File: src/rtl/regfile_cfg.svh
`ifndef REGFILE_CFG_SVH
`define REGFILE_CFG_SVH

// architectural general purpose registers
// eax ecx edx ebx esp ebp esi edi in x86 id order
`define RF_NUM_REGS 8

// register width, also the apb data bus width
`define RF_DATA_W 32

// apb address bus width
// bits 2..0 carry the register id, bits 4..3 the operand size
// everything above must be zero or the transfer errors
`define RF_APB_ADDR_W 8

`endif

File: src/rtl/rf_arch_pkg.sv
`default_nettype none

`include "regfile_cfg.svh"

package rf_arch_pkg;

    // register id as the x86 reg field encodes it
    // byte ops reuse ids 4..7 for ah ch dh bh
    typedef logic [$clog2(`RF_NUM_REGS)-1:0] reg_id_t;

    // operand size of a register access
    typedef enum logic [1:0] {
        SIZE_BYTE  = 2'd0,
        SIZE_WORD  = 2'd1,
        SIZE_DWORD = 2'd2,
        SIZE_BAD   = 2'd3
    } op_size_e;

    // one full register value
    typedef logic [`RF_DATA_W-1:0] gpr_word_t;

    // per register byte lane enables
    // bit n of each vector enables that lane of register n
    typedef struct packed {
        logic [`RF_NUM_REGS-1:0] hh;  // bits 31..24
        logic [`RF_NUM_REGS-1:0] hl;  // bits 23..16
        logic [`RF_NUM_REGS-1:0] lh;  // bits 15..8
        logic [`RF_NUM_REGS-1:0] ll;  // bits 7..0
    } lane_en_t;

    // write port request, data is low aligned
    typedef struct packed {
        logic      valid;
        reg_id_t   id;
        op_size_e  size;
        gpr_word_t data;
    } gpr_wr_req_t;

    // read port request
    typedef struct packed {
        reg_id_t  id;
        op_size_e size;
    } gpr_rd_req_t;

endpackage

`default_nettype wire

File: src/rtl/rf_bus_pkg.sv
`default_nettype none

`include "regfile_cfg.svh"

package rf_bus_pkg;

    // apb master to slave signals
    // single slave so psel is a plain bit
    typedef struct packed {
        logic                      psel;
        logic                      penable;
        logic                      pwrite;
        logic [`RF_APB_ADDR_W-1:0] paddr;
        logic [`RF_DATA_W-1:0]     pwdata;
    } apb_req_t;

    // apb slave to master signals
    // no wait states, pready only marks the access phase
    typedef struct packed {
        logic                  pready;
        logic                  pslverr;
        logic [`RF_DATA_W-1:0] prdata;
    } apb_rsp_t;

endpackage

`default_nettype wire

File: src/rtl/apb_regfile_slave.sv
`default_nettype none

`include "regfile_cfg.svh"

module apb_regfile_slave (
    input  rf_bus_pkg::apb_req_t      apb_req,
    output rf_bus_pkg::apb_rsp_t      apb_rsp,
    output rf_arch_pkg::gpr_wr_req_t  wr_req,
    output rf_arch_pkg::gpr_rd_req_t  rd_req,
    input  rf_arch_pkg::gpr_word_t    rd_data
);

    // address layout: id in the low bits, size above it, the rest must be zero
    localparam int ID_W = $bits(rf_arch_pkg::reg_id_t);
    localparam int SZ_W = $bits(rf_arch_pkg::op_size_e);
    localparam int UP_LSB = ID_W + SZ_W;

    logic                  access;
    rf_arch_pkg::reg_id_t  addr_id;
    rf_arch_pkg::op_size_e addr_size;
    logic                  upper_set;
    logic                  bad_xfer;
    logic                  rd_ok;

    // second cycle of a transfer, slave answers here with no wait states
    assign access = apb_req.psel && apb_req.penable;

    // field split of paddr
    assign addr_id   = apb_req.paddr[ID_W-1:0];
    assign addr_size = rf_arch_pkg::op_size_e'(apb_req.paddr[UP_LSB-1:ID_W]);
    assign upper_set = |apb_req.paddr[`RF_APB_ADDR_W-1:UP_LSB];

    // illegal size or stray upper address bits
    assign bad_xfer = (addr_size == rf_arch_pkg::SIZE_BAD) || upper_set;

    // only a clean read returns register data
    assign rd_ok = access && !apb_req.pwrite && !bad_xfer;

    always_comb begin
        apb_rsp.pready  = access;
        apb_rsp.pslverr = access && bad_xfer;
        apb_rsp.prdata  = rd_ok ? rd_data : '0;
    end

    // write lands on the completing edge, errored writes are dropped
    always_comb begin
        wr_req.valid = access && apb_req.pwrite && !bad_xfer;
        wr_req.id    = addr_id;
        wr_req.size  = addr_size;
        wr_req.data  = apb_req.pwdata;
    end

    // read port follows the address directly
    always_comb begin
        rd_req.id   = addr_id;
        rd_req.size = addr_size;
    end

endmodule

`default_nettype wire

File: src/rtl/gpr_array.sv
`default_nettype none

`include "regfile_cfg.svh"

module gpr_array (
    input  logic                      clk,
    input  logic                      rst_n,
    input  rf_arch_pkg::gpr_wr_req_t  wr_req,
    input  rf_arch_pkg::gpr_rd_req_t  rd_req,
    output rf_arch_pkg::gpr_word_t    rd_data
);

    localparam int ID_W  = $bits(rf_arch_pkg::reg_id_t);
    localparam int LANES = `RF_DATA_W / 8;

    // the eight architectural registers
    rf_arch_pkg::gpr_word_t regs [`RF_NUM_REGS];

    // decoder outputs for the write port
    rf_arch_pkg::lane_en_t lane_en;
    logic                  sh;

    // write data after the high byte shift
    rf_arch_pkg::gpr_word_t wr_data;

    // lane enables regrouped per register, lane 0 is bits 7..0
    logic [LANES-1:0] reg_lanes [`RF_NUM_REGS];

    // read side
    logic                   rd_hi;
    rf_arch_pkg::reg_id_t   rd_idx;
    rf_arch_pkg::gpr_word_t rd_word;

    register_file_decoder u_decoder (
        .id      (wr_req.id),
        .size    (wr_req.size),
        .lane_en (lane_en),
        .sh      (sh)
    );

    // ah..bh writes carry the byte low, so move it up to byte 1
    assign wr_data = sh ? (wr_req.data << 8) : wr_req.data;

    always_comb begin
        for (int n = 0; n < `RF_NUM_REGS; n++) begin
            reg_lanes[n] = {lane_en.hh[n], lane_en.hl[n], lane_en.lh[n], lane_en.ll[n]};
        end
    end

    // byte lane writes, untouched lanes keep their value
    always_ff @(posedge clk or negedge rst_n) begin
        if (!rst_n) begin
            for (int n = 0; n < `RF_NUM_REGS; n++) begin
                regs[n] <= '0;
            end
        end else if (wr_req.valid) begin
            for (int n = 0; n < `RF_NUM_REGS; n++) begin
                for (int b = 0; b < LANES; b++) begin
                    if (reg_lanes[n][b]) begin
                        regs[n][8*b +: 8] <= wr_data[8*b +: 8];
                    end
                end
            end
        end
    end

    // byte read of ids 4..7 names byte 1 of registers 0..3
    assign rd_hi  = (rd_req.size == rf_arch_pkg::SIZE_BYTE) && rd_req.id[ID_W-1];
    assign rd_idx = rd_hi ? {1'b0, rd_req.id[ID_W-2:0]} : rd_req.id;

    assign rd_word = regs[rd_idx];

    // size alignment, narrow results are zero extended
    always_comb begin
        case (rd_req.size)
            rf_arch_pkg::SIZE_BYTE: begin
                if (rd_hi) begin
                    rd_data = {{(`RF_DATA_W-8){1'b0}}, rd_word[15:8]};
                end else begin
                    rd_data = {{(`RF_DATA_W-8){1'b0}}, rd_word[7:0]};
                end
            end
            rf_arch_pkg::SIZE_WORD: begin
                rd_data = {{(`RF_DATA_W-16){1'b0}}, rd_word[15:0]};
            end
            rf_arch_pkg::SIZE_DWORD: begin
                rd_data = rd_word;
            end
            default: begin
                // illegal size reads as zero
                rd_data = '0;
            end
        endcase
    end

endmodule

`default_nettype wire

File: src/rtl/register_file_decoder.sv
`default_nettype none

`include "regfile_cfg.svh"

module register_file_decoder (
    input  rf_arch_pkg::reg_id_t   id,
    input  rf_arch_pkg::op_size_e  size,
    output rf_arch_pkg::lane_en_t  lane_en,
    output logic                   sh
);

    localparam int ID_W = $bits(rf_arch_pkg::reg_id_t);

    // size classes
    logic is_byte;
    logic is_word;
    logic is_dword;

    // byte write aimed at ah ch dh bh
    logic hi_byte;
    // register that actually holds the high byte, id minus 4
    rf_arch_pkg::reg_id_t hi_reg;

    // one hot of the named register and of the high byte alias
    logic [`RF_NUM_REGS-1:0] id_oh;
    logic [`RF_NUM_REGS-1:0] hi_oh;

    assign is_byte  = (size == rf_arch_pkg::SIZE_BYTE);
    assign is_word  = (size == rf_arch_pkg::SIZE_WORD);
    assign is_dword = (size == rf_arch_pkg::SIZE_DWORD);

    // ids 4..7 have the top id bit set
    assign hi_byte = is_byte && id[ID_W-1];
    assign hi_reg  = {1'b0, id[ID_W-2:0]};

    always_comb begin
        for (int n = 0; n < `RF_NUM_REGS; n++) begin
            id_oh[n] = (id == rf_arch_pkg::reg_id_t'(n));
            hi_oh[n] = (hi_reg == rf_arch_pkg::reg_id_t'(n));
        end
    end

    always_comb begin
        lane_en = '0;

        // upper half only on a full dword write
        if (is_dword) begin
            lane_en.hh = id_oh;
            lane_en.hl = id_oh;
        end

        // byte 1 on word or dword of the named register
        // or on a byte write of ah..bh, landing in eax..ebx
        if (is_word || is_dword) begin
            lane_en.lh = id_oh;
        end else if (hi_byte) begin
            lane_en.lh = hi_oh;
        end

        // byte 0 on word or dword, and on al..bl byte writes
        if (is_word || is_dword || (is_byte && !hi_byte)) begin
            lane_en.ll = id_oh;
        end

        // SIZE_BAD falls through with no lane set
    end

    // write data for ah..bh arrives in bits 7..0 and must move to 15..8
    assign sh = hi_byte;

endmodule

`default_nettype wire

File: src/rtl/x86_regfile.sv
`default_nettype none

`include "regfile_cfg.svh"

module x86_regfile (
    input  logic                  clk,
    input  logic                  rst_n,
    input  rf_bus_pkg::apb_req_t  apb_req,
    output rf_bus_pkg::apb_rsp_t  apb_rsp
);

    // slave to array request and read return
    rf_arch_pkg::gpr_wr_req_t wr_req;
    rf_arch_pkg::gpr_rd_req_t rd_req;
    rf_arch_pkg::gpr_word_t   rd_data;

    // apb decode and error checks, purely combinational
    apb_regfile_slave u_apb_slave (
        .apb_req (apb_req),
        .apb_rsp (apb_rsp),
        .wr_req  (wr_req),
        .rd_req  (rd_req),
        .rd_data (rd_data)
    );

    // register storage, byte lane writes and aligned reads
    gpr_array u_gpr_array (
        .clk     (clk),
        .rst_n   (rst_n),
        .wr_req  (wr_req),
        .rd_req  (rd_req),
        .rd_data (rd_data)
    );

endmodule

`default_nettype wire

File: config.mk
export PLATFORM = sky130hd
export DESIGN_NAME = x86_regfile
export DESIGN_NICKNAME = d
export VERILOG_FILES = /design/src/rtl/rf_arch_pkg.sv /design/src/rtl/rf_bus_pkg.sv /design/src/rtl/apb_regfile_slave.sv /design/src/rtl/gpr_array.sv /design/src/rtl/register_file_decoder.sv /design/src/rtl/x86_regfile.sv
export VERILOG_INCLUDE_DIRS = /design/src /design/src/rtl
export SDC_FILE = /design/constraint.sdc
export NUM_CORES = 1
export LEC_CHECK = 0
export ABC_CLOCK_PERIOD_IN_PS = 2300
export BUFFER_PORTS_ARGS = -buffer_cell sky130_fd_sc_hd__buf_2
export CORE_ASPECT_RATIO = 0.6
export CORE_MARGIN = 4
export CORE_UTILIZATION = 35
export DETAILED_ROUTE_END_ITERATION = 8
export PLACE_DENSITY = 0.63
export SLEW_MARGIN = 20
export SYNTH_ARGS = -nofsm -noshare
export SYNTH_HDL_FRONTEND = slang
export SYNTH_HIERARCHICAL = 1
export SYNTH_SLANG_ARGS = --single-unit
File: constraint.sdc
create_clock -name clk -period 2.3 [get_ports clk]
set_input_delay 0.345 -clock clk [delete_from_list [all_inputs] [get_ports clk]]
set_output_delay 0.345 -clock clk [all_outputs]
set_load 0.01 [all_outputs]
Yosys cells after proc, flatten, opt, wreduce, memory -nomap -nowiden
Index checks and enable logic that the tools add are counted.
{"block": "op_classes", "order_cmp": 1, "n_eq_ne": 13, "n_mux": 12, "bitwise": 1, "reduce_logical": 50}
{"op": "$mux W32", "count": 4}
{"op": "$bmux W32 S3", "count": 1}
{"op": "$pmux W32 S3", "count": 1}
{"op": "$reduce_and A2 Y1", "count": 32}
{"op": "$mux W8", "count": 3}
{"op": "$mux W16", "count": 1}
{"op": "$eq A3 B3 Y1 const B", "count": 4}
{"op": "$eq A2 B2 Y1 const B", "count": 4}
{"op": "$logic_and A1 B1 Y1", "count": 8}
{"op": "$eq A3 B2 Y1 const B", "count": 2}
{"op": "$logic_not A3 Y1", "count": 2}
{"op": "$eq A2 B1 Y1 const B", "count": 2}
{"op": "$ge A4 B4 Y1 const B", "count": 1}
{"op": "$mux W4", "count": 1}
{"op": "$not A3 Y4", "count": 1}
{"op": "$eq A3 B1 Y1 const B", "count": 1}
{"op": "$logic_not A1 Y1", "count": 3}
{"op": "$logic_or A1 B1 Y1", "count": 3}
{"op": "$mux W3", "count": 1}
{"op": "$reduce_or A3 Y1", "count": 1}
{"op": "$logic_not A2 Y1", "count": 1}
{"block": "totals", "register_bits": 256, "in_bits": 45, "out_inout_bits": 34}

Longest topological paths before layout
Gate-level depths: netlist of run 1.
{"block": "logic_depth", "ltp_word": 10, "depth_mapped": 11}

Modules after synthesis
Netlist of run 1, hierarchy kept.
{"module": "gpr_array", "instances": 1, "cells_per_inst": 1086, "area_each_um2": 11527.3, "seq_area_each_um2": 6406.1}
{"module": "apb_regfile_slave", "instances": 1, "cells_per_inst": 119, "area_each_um2": 837.1, "seq_area_each_um2": 0.0}
{"module": "register_file_decoder", "instances": 1, "cells_per_inst": 48, "area_each_um2": 281.5, "seq_area_each_um2": 0.0}

Worst setup path before layout of run 1
OpenSTA, ideal clock, no wires.
{"block": "synth_path", "path_kind": "in2reg", "startpoint": "in apb_req[35] (netlist name)", "endpoint": "reg u_gpr_array/regs[206] (netlist name)", "setup_ns": 0.077, "t_arrival_ns": 2.054, "required_time_ns": 2.223, "slack_ns": 0.169, "path_stages": 9, "n_path_buf": 4, "path_cell_list": "a2111o_1 -> buf_6 -> nor2_1 -> buf_4 -> and2_1 -> clkbuf_1 -> buf_2 -> nor2_1 -> a21oi_1"}
{"item": "start, declared", "line": "x86_regfile.sv:8", "rtl": "input rf_bus_pkg::apb_req_t apb_req,"}
{"item": "end signal, assigned by index", "line": "gpr_array.sv:60", "rtl": "regs[n][8*b +: 8] <= wr_data[8*b +: 8];"}
{"item": "end, declared", "line": "gpr_array.sv:17", "rtl": "rf_arch_pkg::gpr_word_t regs [`RF_NUM_REGS];"}

==> flow_metrics.tcl, run 1 <==
set metrics [dict create \
    clockRootBuffer "clkbuf_16" \
    fill_cells 3278 \
    die_x_um 253.4 \
    die_h_um 155.2 \
    first_global_vias 9314 \
    worstPathCellList "mux4_2 -> o22ai_2 -> a21oi_1 -> inv_1 -> nor3_2 -> buf_2" \
    peakVddDrop_v 0.0004557 \
    worstPathMaxFanout 2 \
    ys_ff_latch 256 \
    layout-drive-gt1-share_pct 26.71 \
    wirelength_mm 35.72 \
    status "finished with violations" \
    multi_input_area_mm2 0.005341 \
    final_cell_mix "dfrtp_1, a21oi_1, nor2_1" \
    finalCritPeriodShare_pct 102.3 \
    yosysTopAreaCell "dfrtp_1" \
    synthesis.nets 1300 \
    die_area_mm2 0.03934 \
    clk_pin_slew_worst_paths_ns 0.07 \
    critPathLaunchType "flip-flop" \
    r2r_setup_slack_ns 1.53 \
    setup_ws_ns -0.05398 \
    slew_headroom_pct 49.97 \
    grt_max_degree 61 \
    cts_buffer_depth 3 \
    fin_crit_ns 2.354 \
    yosysUniqueCellTypes 33 \
    drt_iter0_drc 886 \
    cpMaxStageDelayCell "mux4_2" \
    fmax_mhz 424.8 \
    wl_per_cell_um 19.68 \
    worstMarginPinSlew_ns 0.7468 \
    via_per_inst 5.248 \
    clock_skew_ns 0 \
    cts_max_level 1 \
    start_util_pct 35.78 \
    gp_congestion 0.8400 \
    cts_tree "done" \
    ant_nets 0 \
    syn_to_final_growth_pct 19.93 \
    port_buffers 78 \
    pwr-share-comb_pct 9.6 \
    crit_type "reg2out" \
    final-hold-violation-count 0 \
    p_leak_nw 6.758 \
    p_clk_share_pct 44.1 \
    finalSetupViolations 9 \
    grt_usage_pct 18.19 \
    final_common_cell "dfrtp_1" \
    synth-seq-area-share_pct 50.66 \
    worstSetupStartpoint "u_gpr_array/regs[207]" \
    ys_top_cells_by_area "dfrtp_1, mux4_2, a21oi_1" \
    grt_pass1_wl_mm 56.07 \
    grt_setup_unrepaired "yes" \
    antenna_cells 0 \
    vias 9526 \
    holdWs_ns 0.2584 \
    ys_warn_count 6 \
    netlist_area_mm2 0.01265 \
    synth_top_area_share_pct 50.66 \
    pwr-share-seq_pct 46.3 \
    grt_overflow 0 \
    r2r_end "u_gpr_array/regs[32]" \
    finalNonFillerCells 1815 \
    antenna_found_initial 0 \
    p_int_mw 7.673 \
    seq_area_mm2 0.006406 \
    violations "setup timing" \
    max_stage_delay_ns 0.53 \
    synthCells 1253 \
    finalMaxSlewViolations 0 \
    cp_data_required_time_ns 1.96 \
    power.share.switching_pct 24.37 \
    top_register "u_gpr_array/regs" \
    cts_buffers 26 \
    netSwitchingPower_mw 2.472 \
    place.detailed.hpwl_mm 25.15 \
    rows 53 \
    nNetsFinal 1378 \
    final_core_util_pct 42.91 \
    drc 0 \
    num_io_pins 79 \
    hp-class "in2reg" \
    end_kind "primary output" \
    largestRegisters "u_gpr_array/regs: 256 flops" \
    r2r_start "u_gpr_array/regs[32]" \
    core_area_mm2 0.03535 \
    largest_reg_flops 256 \
    dr.pass1.iters 5 \
    worstRegToRegCells 3 \
    clkSinkCount 256 \
    avgSynthCellArea_um2 10.09 \
    cp.arrival_ns 2.01 \
    cp-endpoint "apb_rsp[7]" \
    clock_latency_ns 0.53 \
    dp.cells 1760 \
    max_cap_violations 0 \
    powerDensity_mw_per_mm2 669.0 \
]
## per-layer routing
layer / track usage (%) / wire length, µm / vias to the layer above
li1: - / - / 4389
met1: 29.03 / 17250 / 4769
met2: 26.52 / 15520 / 324
met3: 2.623 / 2366 / 44
met4: 3.254 / 575 / 0
met5: 0 / 0 / -
## what timing repair did
| item | in CTS | in global routing |
|---|---|---|
| hold buffers | 1 | 0 |
| setup buffers | 7 | 2 |
| gates resized for setup | 19 | 16 |
| cloned | 0 | 0 |
| hold endpoints to repair | 55 | 0 |
| pin swaps | 16 | 9 |
| endpoints found under the setup margin | 18 | 27 |
## worst min path at each step
stage,start,endpoint,slack [ns],cells past startpoint
final,apb_req[18],u_gpr_array/regs[178],0.26,4
after global routing,apb_req[26],u_gpr_array/regs[26],0.26,4
after CTS,apb_req[18],u_gpr_array/regs[178],0.24,4
after detailed placement,rst_n,u_gpr_array/regs[235],0.32,1
after floorplan,rst_n,u_gpr_array/regs[0],0.05,0
after global placement,rst_n,u_gpr_array/regs[235],0.32,1
## critical path: cells and delay by family (launching register included)
| kind | cells | cell delay (ns) |
|---|---|---|
| DFF | 1 | 0.40 |
| buffers and inverters | 2 | 0.22 |
| and+or+nand+nor | 1 | 0.04 |
| AOI/OAI and AO/OA | 2 | 0.27 |
| muxes | 1 | 0.53 |
## layout make-up
type | count | area share (%)
sequential | 256 | 42.24
multi-input combinational | 817 | 35.22
timing repair buffer | 195 | 11.97
clock buffer | 33 | 4.736
tap | 467 | 3.853
clock inverter | 12 | 1.114
inverter | 35 | 0.8663
## power groups by stage
stage | clock, mW | combinational [mW] | sequential, mW
2_1_floorplan | 0 | 0.543 | 4.76
3_3_place_gp | 0 | 0.920 | 4.78
3_5_place_dp | 0 | 0.935 | 4.78
4_1_cts | 4.56 | 0.961 | 4.70
5_1_grt | 4.73 | 1.06 | 4.71
6_report | 4.47 | 0.975 | 4.70
## cells by family (layout without fill, tap and decap cells)
group | count (synthesis) | in the layout | share of synthesized area, %
muxes | 88 | 88 | 13.36
buffers and inverters | 180 | 275 | 8.242
AOI/OAI and AO/OA | 312 | 312 | 12.81
DFF | 256 | 256 | 50.66
xor gates and xnor gates | 1 | 1 | 0.06927
and+or+nand+nor | 414 | 414 | 14.66
adders and majority gates | 2 | 2 | 0.1979
## stage by stage
stage	TNS, ns	worst slack [ns]	power (mW)	cell area [µm²]
3_3_place_gp	-0.03649	-0.02429	5.696	14050
4_1_cts	-0.4544	-0.06091	10.21	15070
2_1_floorplan	0	0.1685	5.300	12650
6_report	-0.2472	-0.05398	10.15	15170
5_1_grt	-1.118	-0.1290	10.51	15170
3_5_place_dp	-0.06152	-0.01701	5.713	14050
## Yosys cell counts
cell type  number
dfrtp_1       256
a21oi_1       227
nor2_1        208
nand2_1       126
o21ai_0        64
mux4_2         62
buf_4          54
buf_2          35
inv_1          34
nor3_2         29
and2_1         27
mux2i_1        24
clkbuf_2       22
clkbuf_1       21
nand2b_1       12
buf_6           8
nor3_1          8
o221ai_1        8
o22ai_1         8
buf_1           3
buf_12          2
ha_1            2
mux4_1          2
nand3b_1        2
a2111o_1        1
a211oi_2        1
clkinv_1        1
nand3_1         1
o21a_1          1
o21ai_1         1
o21bai_1        1
or2_2           1
xnor2_1         1
(Power assumes the default switching activity.)
==> inputs of run 2 (changes only) <==
--- a/config.mk
+++ b/config.mk
@@ -6,7 +6,7 @@
 export SDC_FILE = /design/constraint.sdc
 export NUM_CORES = 1
 export LEC_CHECK = 0
-export ABC_CLOCK_PERIOD_IN_PS = 2300
+export ABC_CLOCK_PERIOD_IN_PS = 2400
 export BUFFER_PORTS_ARGS = -buffer_cell sky130_fd_sc_hd__buf_2
 export CORE_ASPECT_RATIO = 0.6
 export CORE_MARGIN = 4
==> constraint.sdc (replaced) <==
create_clock -name clk -period 2.4 [get_ports clk]
set_input_delay 0.36 -clock clk [delete_from_list [all_inputs] [get_ports clk]]
set_output_delay 0.36 -clock clk [all_outputs]
set_load 0.01 [all_outputs]
==> flow_metrics.tcl, run 2 (same netlist as run 1, synthesis figures left out) <==
set metrics [dict create \
    crit_type "reg2out" \
    via_per_inst 5.298 \
    dr.pass1.iters 5 \
    final_common_cell "dfrtp_1" \
    status "finished clean" \
    top_register "u_gpr_array/regs" \
    nNetsFinal 1358 \
    gp_congestion 0.8555 \
    layout-drive-gt1-share_pct 24.87 \
    finalMaxSlewViolations 0 \
    slew_headroom_pct 32.73 \
    min-delay-start "apb_req[18]" \
    clockRootBuffer "clkbuf_16" \
    first_global_vias 9492 \
    dpl-instance-area_mm2 0.01390 \
    clock_latency_ns 0.53 \
    hold_end "u_gpr_array/regs[82]" \
    die_h_um 155.2 \
    cp.arrival_ns 2.02 \
    finalNonFillerCells 1799 \
    worstPathMaxFanout 2 \
    syn_to_final_growth_pct 18.15 \
    r2r_end "u_gpr_array/regs[31]" \
    powerDensity_mw_per_mm2 655.0 \
    dp.cells 1747 \
    peakVddDrop_v 0.0004387 \
    clk_pin_slew_worst_paths_ns 0.06 \
    p_leak_nw 6.611 \
    place.detailed.hpwl_mm 25.03 \
    vias 9532 \
    final-hold-violation-count 0 \
    clkSinkCount 256 \
    rows 53 \
    r2r_start "u_gpr_array/regs[31]" \
    finalSetupViolations 0 \
    wirelength_mm 36.07 \
    core_area_mm2 0.03535 \
    cts_buffer_depth 3 \
    antenna_found_initial 1 \
    die_x_um 253.4 \
    grt_setup_unrepaired "yes" \
    wl_per_cell_um 20.05 \
    worstMarginPinSlew_ns 1.002 \
    cts_max_level 1 \
    ant_nets 0 \
    grt_pass1_wl_mm 56.48 \
    largest_reg_flops 256 \
    worst_hold_path.num_cells 4 \
    grt_overflow 0 \
    fin_tns_setup_ns 0 \
    finalCritPeriodShare_pct 98.97 \
    end_kind "primary output" \
    r2r_setup_slack_ns 1.62 \
    fin_crit_ns 2.375 \
    cts_buffers 26 \
    start_util_pct 35.78 \
    clock_skew_ns 0 \
    worstPathCellList "mux4_2 -> o22ai_2 -> a21oi_1 -> inv_1 -> nor3_2 -> buf_2" \
    port_buffers 78 \
    die_area_mm2 0.03934 \
    max_cap_violations 0 \
    max_stage_delay_ns 0.55 \
    largestRegisters "u_gpr_array/regs: 256 flops" \
    cpMaxStageDelayCell "mux4_2" \
    cts_tree "done" \
    final_cell_mix "dfrtp_1, a21oi_1, nor2_1" \
    hp-class "in2reg" \
    num_io_pins 79 \
    fmax_mhz 421.0 \
    cp_data_required_time_ns 2.04 \
    worstRegToRegCells 3 \
    grt_max_degree 60 \
    drc 0 \
    critPathLaunchType "flip-flop" \
    drt_iter0_drc 685 \
    grt_usage_pct 18.37 \
    final_cell_area_mm2 0.01494 \
]
## run 2: where the power goes
group	switching [mW]	internal, mW	total [mW]
clock network	1.71	2.68	4.39
logic	0.543	0.346	0.889
registers	0.0672	4.44	4.50
total	2.32	7.46	9.79
## run 2: critical path, delay by kind of cell, from the launching register on
kind,cells,cell delay [ns]
mux,1,0.55
compound gates,2,0.27
buf+inv,2,0.21
simple gates,1,0.04
flops,1,0.40
## run 2: how the worst max path moves through the flow
| stage | start | end | slack [ns] | depth (start not counted) |
|---|---|---|---|---|
| 2_1_floorplan | apb_req[35] | u_gpr_array/regs[206] | 0.25 | 9 |
| 6_report | u_gpr_array/regs[71] | apb_rsp[7] | 0.02 | 6 |
| 3_3_place_gp | apb_req[32] | apb_rsp[0] | 0.02 | 8 |
| 5_1_grt | u_gpr_array/regs[142] | apb_rsp[6] | -0.04 | 6 |
| 4_1_cts | u_gpr_array/regs[71] | apb_rsp[7] | 0.002 | 6 |
| 3_5_place_dp | apb_req[32] | apb_rsp[0] | 0.02 | 8 |
## run 2: timing repair
item,in CTS,in global routing
endpoints found under the hold margin,51,0
hold buffers,1,0
endpoints found under the setup margin,3,14
buffers inserted,0,2
pin swaps,0,2
resized for setup,3,16
## run 2: cell type report
cell class	count	area (µm²)
fillers	3347	20400
flip-flops and latches	256	6406
multi-input cells	817	5274
repair buffers	175	1603
clock buffers	39	779.5
well taps	467	584.3
clock inverters	9	160.2
inverters	35	131.4
diodes	1	2.502
## run 2: stage by stage
stage | setup slack, ns | util, % | total power, mW | hold slack, ns
CTS | 0.002260 | 41.99 | 9.868 | 0.2549
detailed placement | 0.02436 | 39.33 | 5.451 | 0.3445
global placement | 0.01644 | 39.33 | 5.427 | 0.3452
finish | 0.02470 | 42.27 | 9.786 | 0.2738
global route | -0.04048 | 42.27 | 10.15 | 0.2983
floorplan | 0.2535 | - | 5.079 | 0.06441
## run 2: routing by layer
| layer | vias to the layer above | track usage (%) | wire (µm) |
|---|---|---|---|
| li1 | 4361 | - | - |
| met1 | 4775 | 27.40 | 16300 |
| met2 | 346 | 27.13 | 15950 |
| met3 | 50 | 4.461 | 2936 |
| met4 | 0 | 4.356 | 883 |
| met5 | - | 0 | 0 |
==> inputs of run 3 (changes only) <==
==> constraint.sdc (replaced) <==
create_clock -name clk -period 2.4 [get_ports clk]
set_input_delay 0.36 -clock clk [delete_from_list [all_inputs] [get_ports clk]]
set_output_delay 0.36 -clock clk [all_outputs]
set_load 0.02 [all_outputs]
==> flow_metrics.tcl, run 3 (same netlist as run 1, synthesis figures left out) <==
set metrics [dict create \
    place.detailed.hpwl_mm 24.71 \
    clockRootBuffer "clkbuf_16" \
    r2r_setup_slack_ns 1.63 \
    end_kind "primary output" \
    vias 9436 \
    grt_overflow 0 \
    die_h_um 155.2 \
    crit_type "reg2out" \
    ant_nets 0 \
    cp_top_family "multiplexers" \
    antenna_found_initial 0 \
    wl_per_cell_um 19.44 \
    rows 53 \
    core_area_mm2 0.03535 \
    via_per_inst 5.248 \
    grt_max_degree 81 \
    grt_pass1_wl_mm 54.86 \
    p_leak_nw 6.508 \
    start_util_pct 35.78 \
    finalSetupViolations 0 \
    worstRegToRegCells 3 \
    syn_to_final_growth_pct 16.51 \
    num_io_pins 79 \
    wirelength_mm 34.96 \
    p_int_mw 6.941 \
    pwr-share-seq_pct 49.0 \
    dr.pass1.iters 6 \
    r2r_start "u_gpr_array/regs[138]" \
    netSwitchingPower_mw 2.250 \
    pwr-share-comb_pct 9.5 \
    finalNonFillerCells 1798 \
    dp.cells 1752 \
    nNetsFinal 1362 \
    fin_crit_ns 2.360 \
    worstPathCellList "mux4_2 -> o22ai_1 -> a21oi_1 -> inv_1 -> nor3_2 -> buf_2" \
    cts_buffer_depth 3 \
    place_ws_ns -0.05290 \
    finalPower_mw 9.191 \
    fin_tns_setup_ns 0 \
    cp.buffers_inverters 2 \
    status "finished clean" \
    drc 0 \
    cts_tree "done" \
    antenna_cells 0 \
    min-delay-start "apb_req[18]" \
    peakVddDrop_v 0.0003989 \
    top_register "u_gpr_array/regs" \
    final_cell_mix "dfrtp_1, a21oi_1, nor2_1" \
    largestRegisters "u_gpr_array/regs: 256 flops" \
    clock_skew_ns 0 \
    die_x_um 253.4 \
    final-hold-violation-count 0 \
    cts_max_level 1 \
    grt_setup_unrepaired "yes" \
    p_clk_share_pct 41.5 \
    clkSinkCount 256 \
    max_stage_delay_ns 0.54 \
    slew_headroom_pct 29.65 \
    finalMaxSlewViolations 0 \
    powerDensity_mw_per_mm2 623.8 \
    cpMaxStageDelayCell "mux4_2" \
    worst_hold_path.num_cells 4 \
    largest_reg_flops 256 \
    drt_iter0_drc 992 \
    hold_end "u_gpr_array/regs[82]" \
    setup_ws_ns 0.03964 \
    fill_cells 3371 \
    worstMarginPinSlew_ns 1.048 \
    first_global_vias 9271 \
    grt_usage_pct 17.81 \
    cp.arrival_ns 2.00 \
    port_buffers 78 \
    die_area_mm2 0.03934 \
    hp-class "in2reg" \
    critPathLaunchType "flip-flop" \
    power.share.switching_pct 24.48 \
    final_common_cell "dfrtp_1" \
    clk_pin_slew_worst_paths_ns 0.07 \
    clock_latency_ns 0.52 \
    r2r_end "u_gpr_array/regs[138]" \
    cp_data_required_time_ns 2.04 \
    max_cap_violations 0 \
    finalCritPeriodShare_pct 98.35 \
    gp_congestion 0.8437 \
    fmax_mhz 423.7 \
    layout-drive-gt1-share_pct 23.97 \
    worstPathMaxFanout 2 \
    cts_buffers 25 \
]
[run 3: per-layer routing]
| layer | up-vias | routed length [µm] | global-route usage [%] |
|---|---|---|---|
| li1 | 4360 | - | - |
| met2 | 291 | 15290 | 26.48 |
| met1 | 4736 | 16730 | 27.48 |
| met3 | 49 | 2116 | 2.891 |
| met4 | 0 | 819 | 3.883 |
| met5 | - | 0 | 0 |
[run 3: area by class of cell]
| cell class | instances | area (µm²) | area share, % |
|---|---|---|---|
| clock buffers | 35 | 673.1 | 4.569 |
| inverters | 35 | 131.4 | 0.8916 |
| repair buffers | 180 | 1608 | 10.91 |
| flip-flops and latches | 256 | 6406 | 43.48 |
| multi-input cells | 817 | 5236 | 35.54 |
| clock inverters | 8 | 95.09 | 0.6454 |
| well taps | 467 | 584.3 | 3.966 |
[run 3: worst min-delay path, stage by stage]
cell and delay [ns]:
buf_2 0.08, mux2i_1 0.06, buf_4 0.16, a21oi_1 0.12
[run 3: stage by stage]
step	instance area [µm²]	util (%)	hold WS, ns
2_1_floorplan	12650	-	0.06441
3_3_place_gp	13890	39.29	0.4001
3_5_place_dp	13890	39.29	0.4015
4_1_cts	14670	41.50	0.2813
5_1_grt	14730	41.69	0.2999
6_report	14730	41.69	0.3008
[run 3: power groups by stage]
stage                     Clock, mW  Combinational [mW]  Sequential [mW]
after floorplan                   0               0.523             4.56
after global placement            0               0.844             4.57
after detailed placement          0               0.861             4.58
after CTS                      3.89               0.868             4.50
after global routing           4.07               0.956             4.51
final                          3.82               0.871             4.50
[run 3: timing repair]
| item | 4_1_cts | 5_1_grt |
|---|---|---|
| setup endpoints to repair | 6 | 13 |
| resized for setup | 4 | 13 |
| pin swaps | 0 | 3 |
| setup buffers | 0 | 2 |
| hold endpoints to repair | 73 | 0 |
| hold buffers | 1 | 0 |
[run 3: how the worst max path moves through the flow]
stage                          start           to  slack, ns  cells after the start
2_1_floorplan            apb_req[36]  apb_rsp[31]       0.08                      8
3_3_place_gp             apb_req[32]  apb_rsp[14]      -0.03                      8
3_5_place_dp             apb_req[32]  apb_rsp[14]      -0.05                      8
4_1_cts          u_gpr_array/regs[7]   apb_rsp[7]      0.003                      6
5_1_grt        u_gpr_array/regs[172]   apb_rsp[4]      -0.06                      6
6_report       u_gpr_array/regs[138]   apb_rsp[2]       0.04                      6
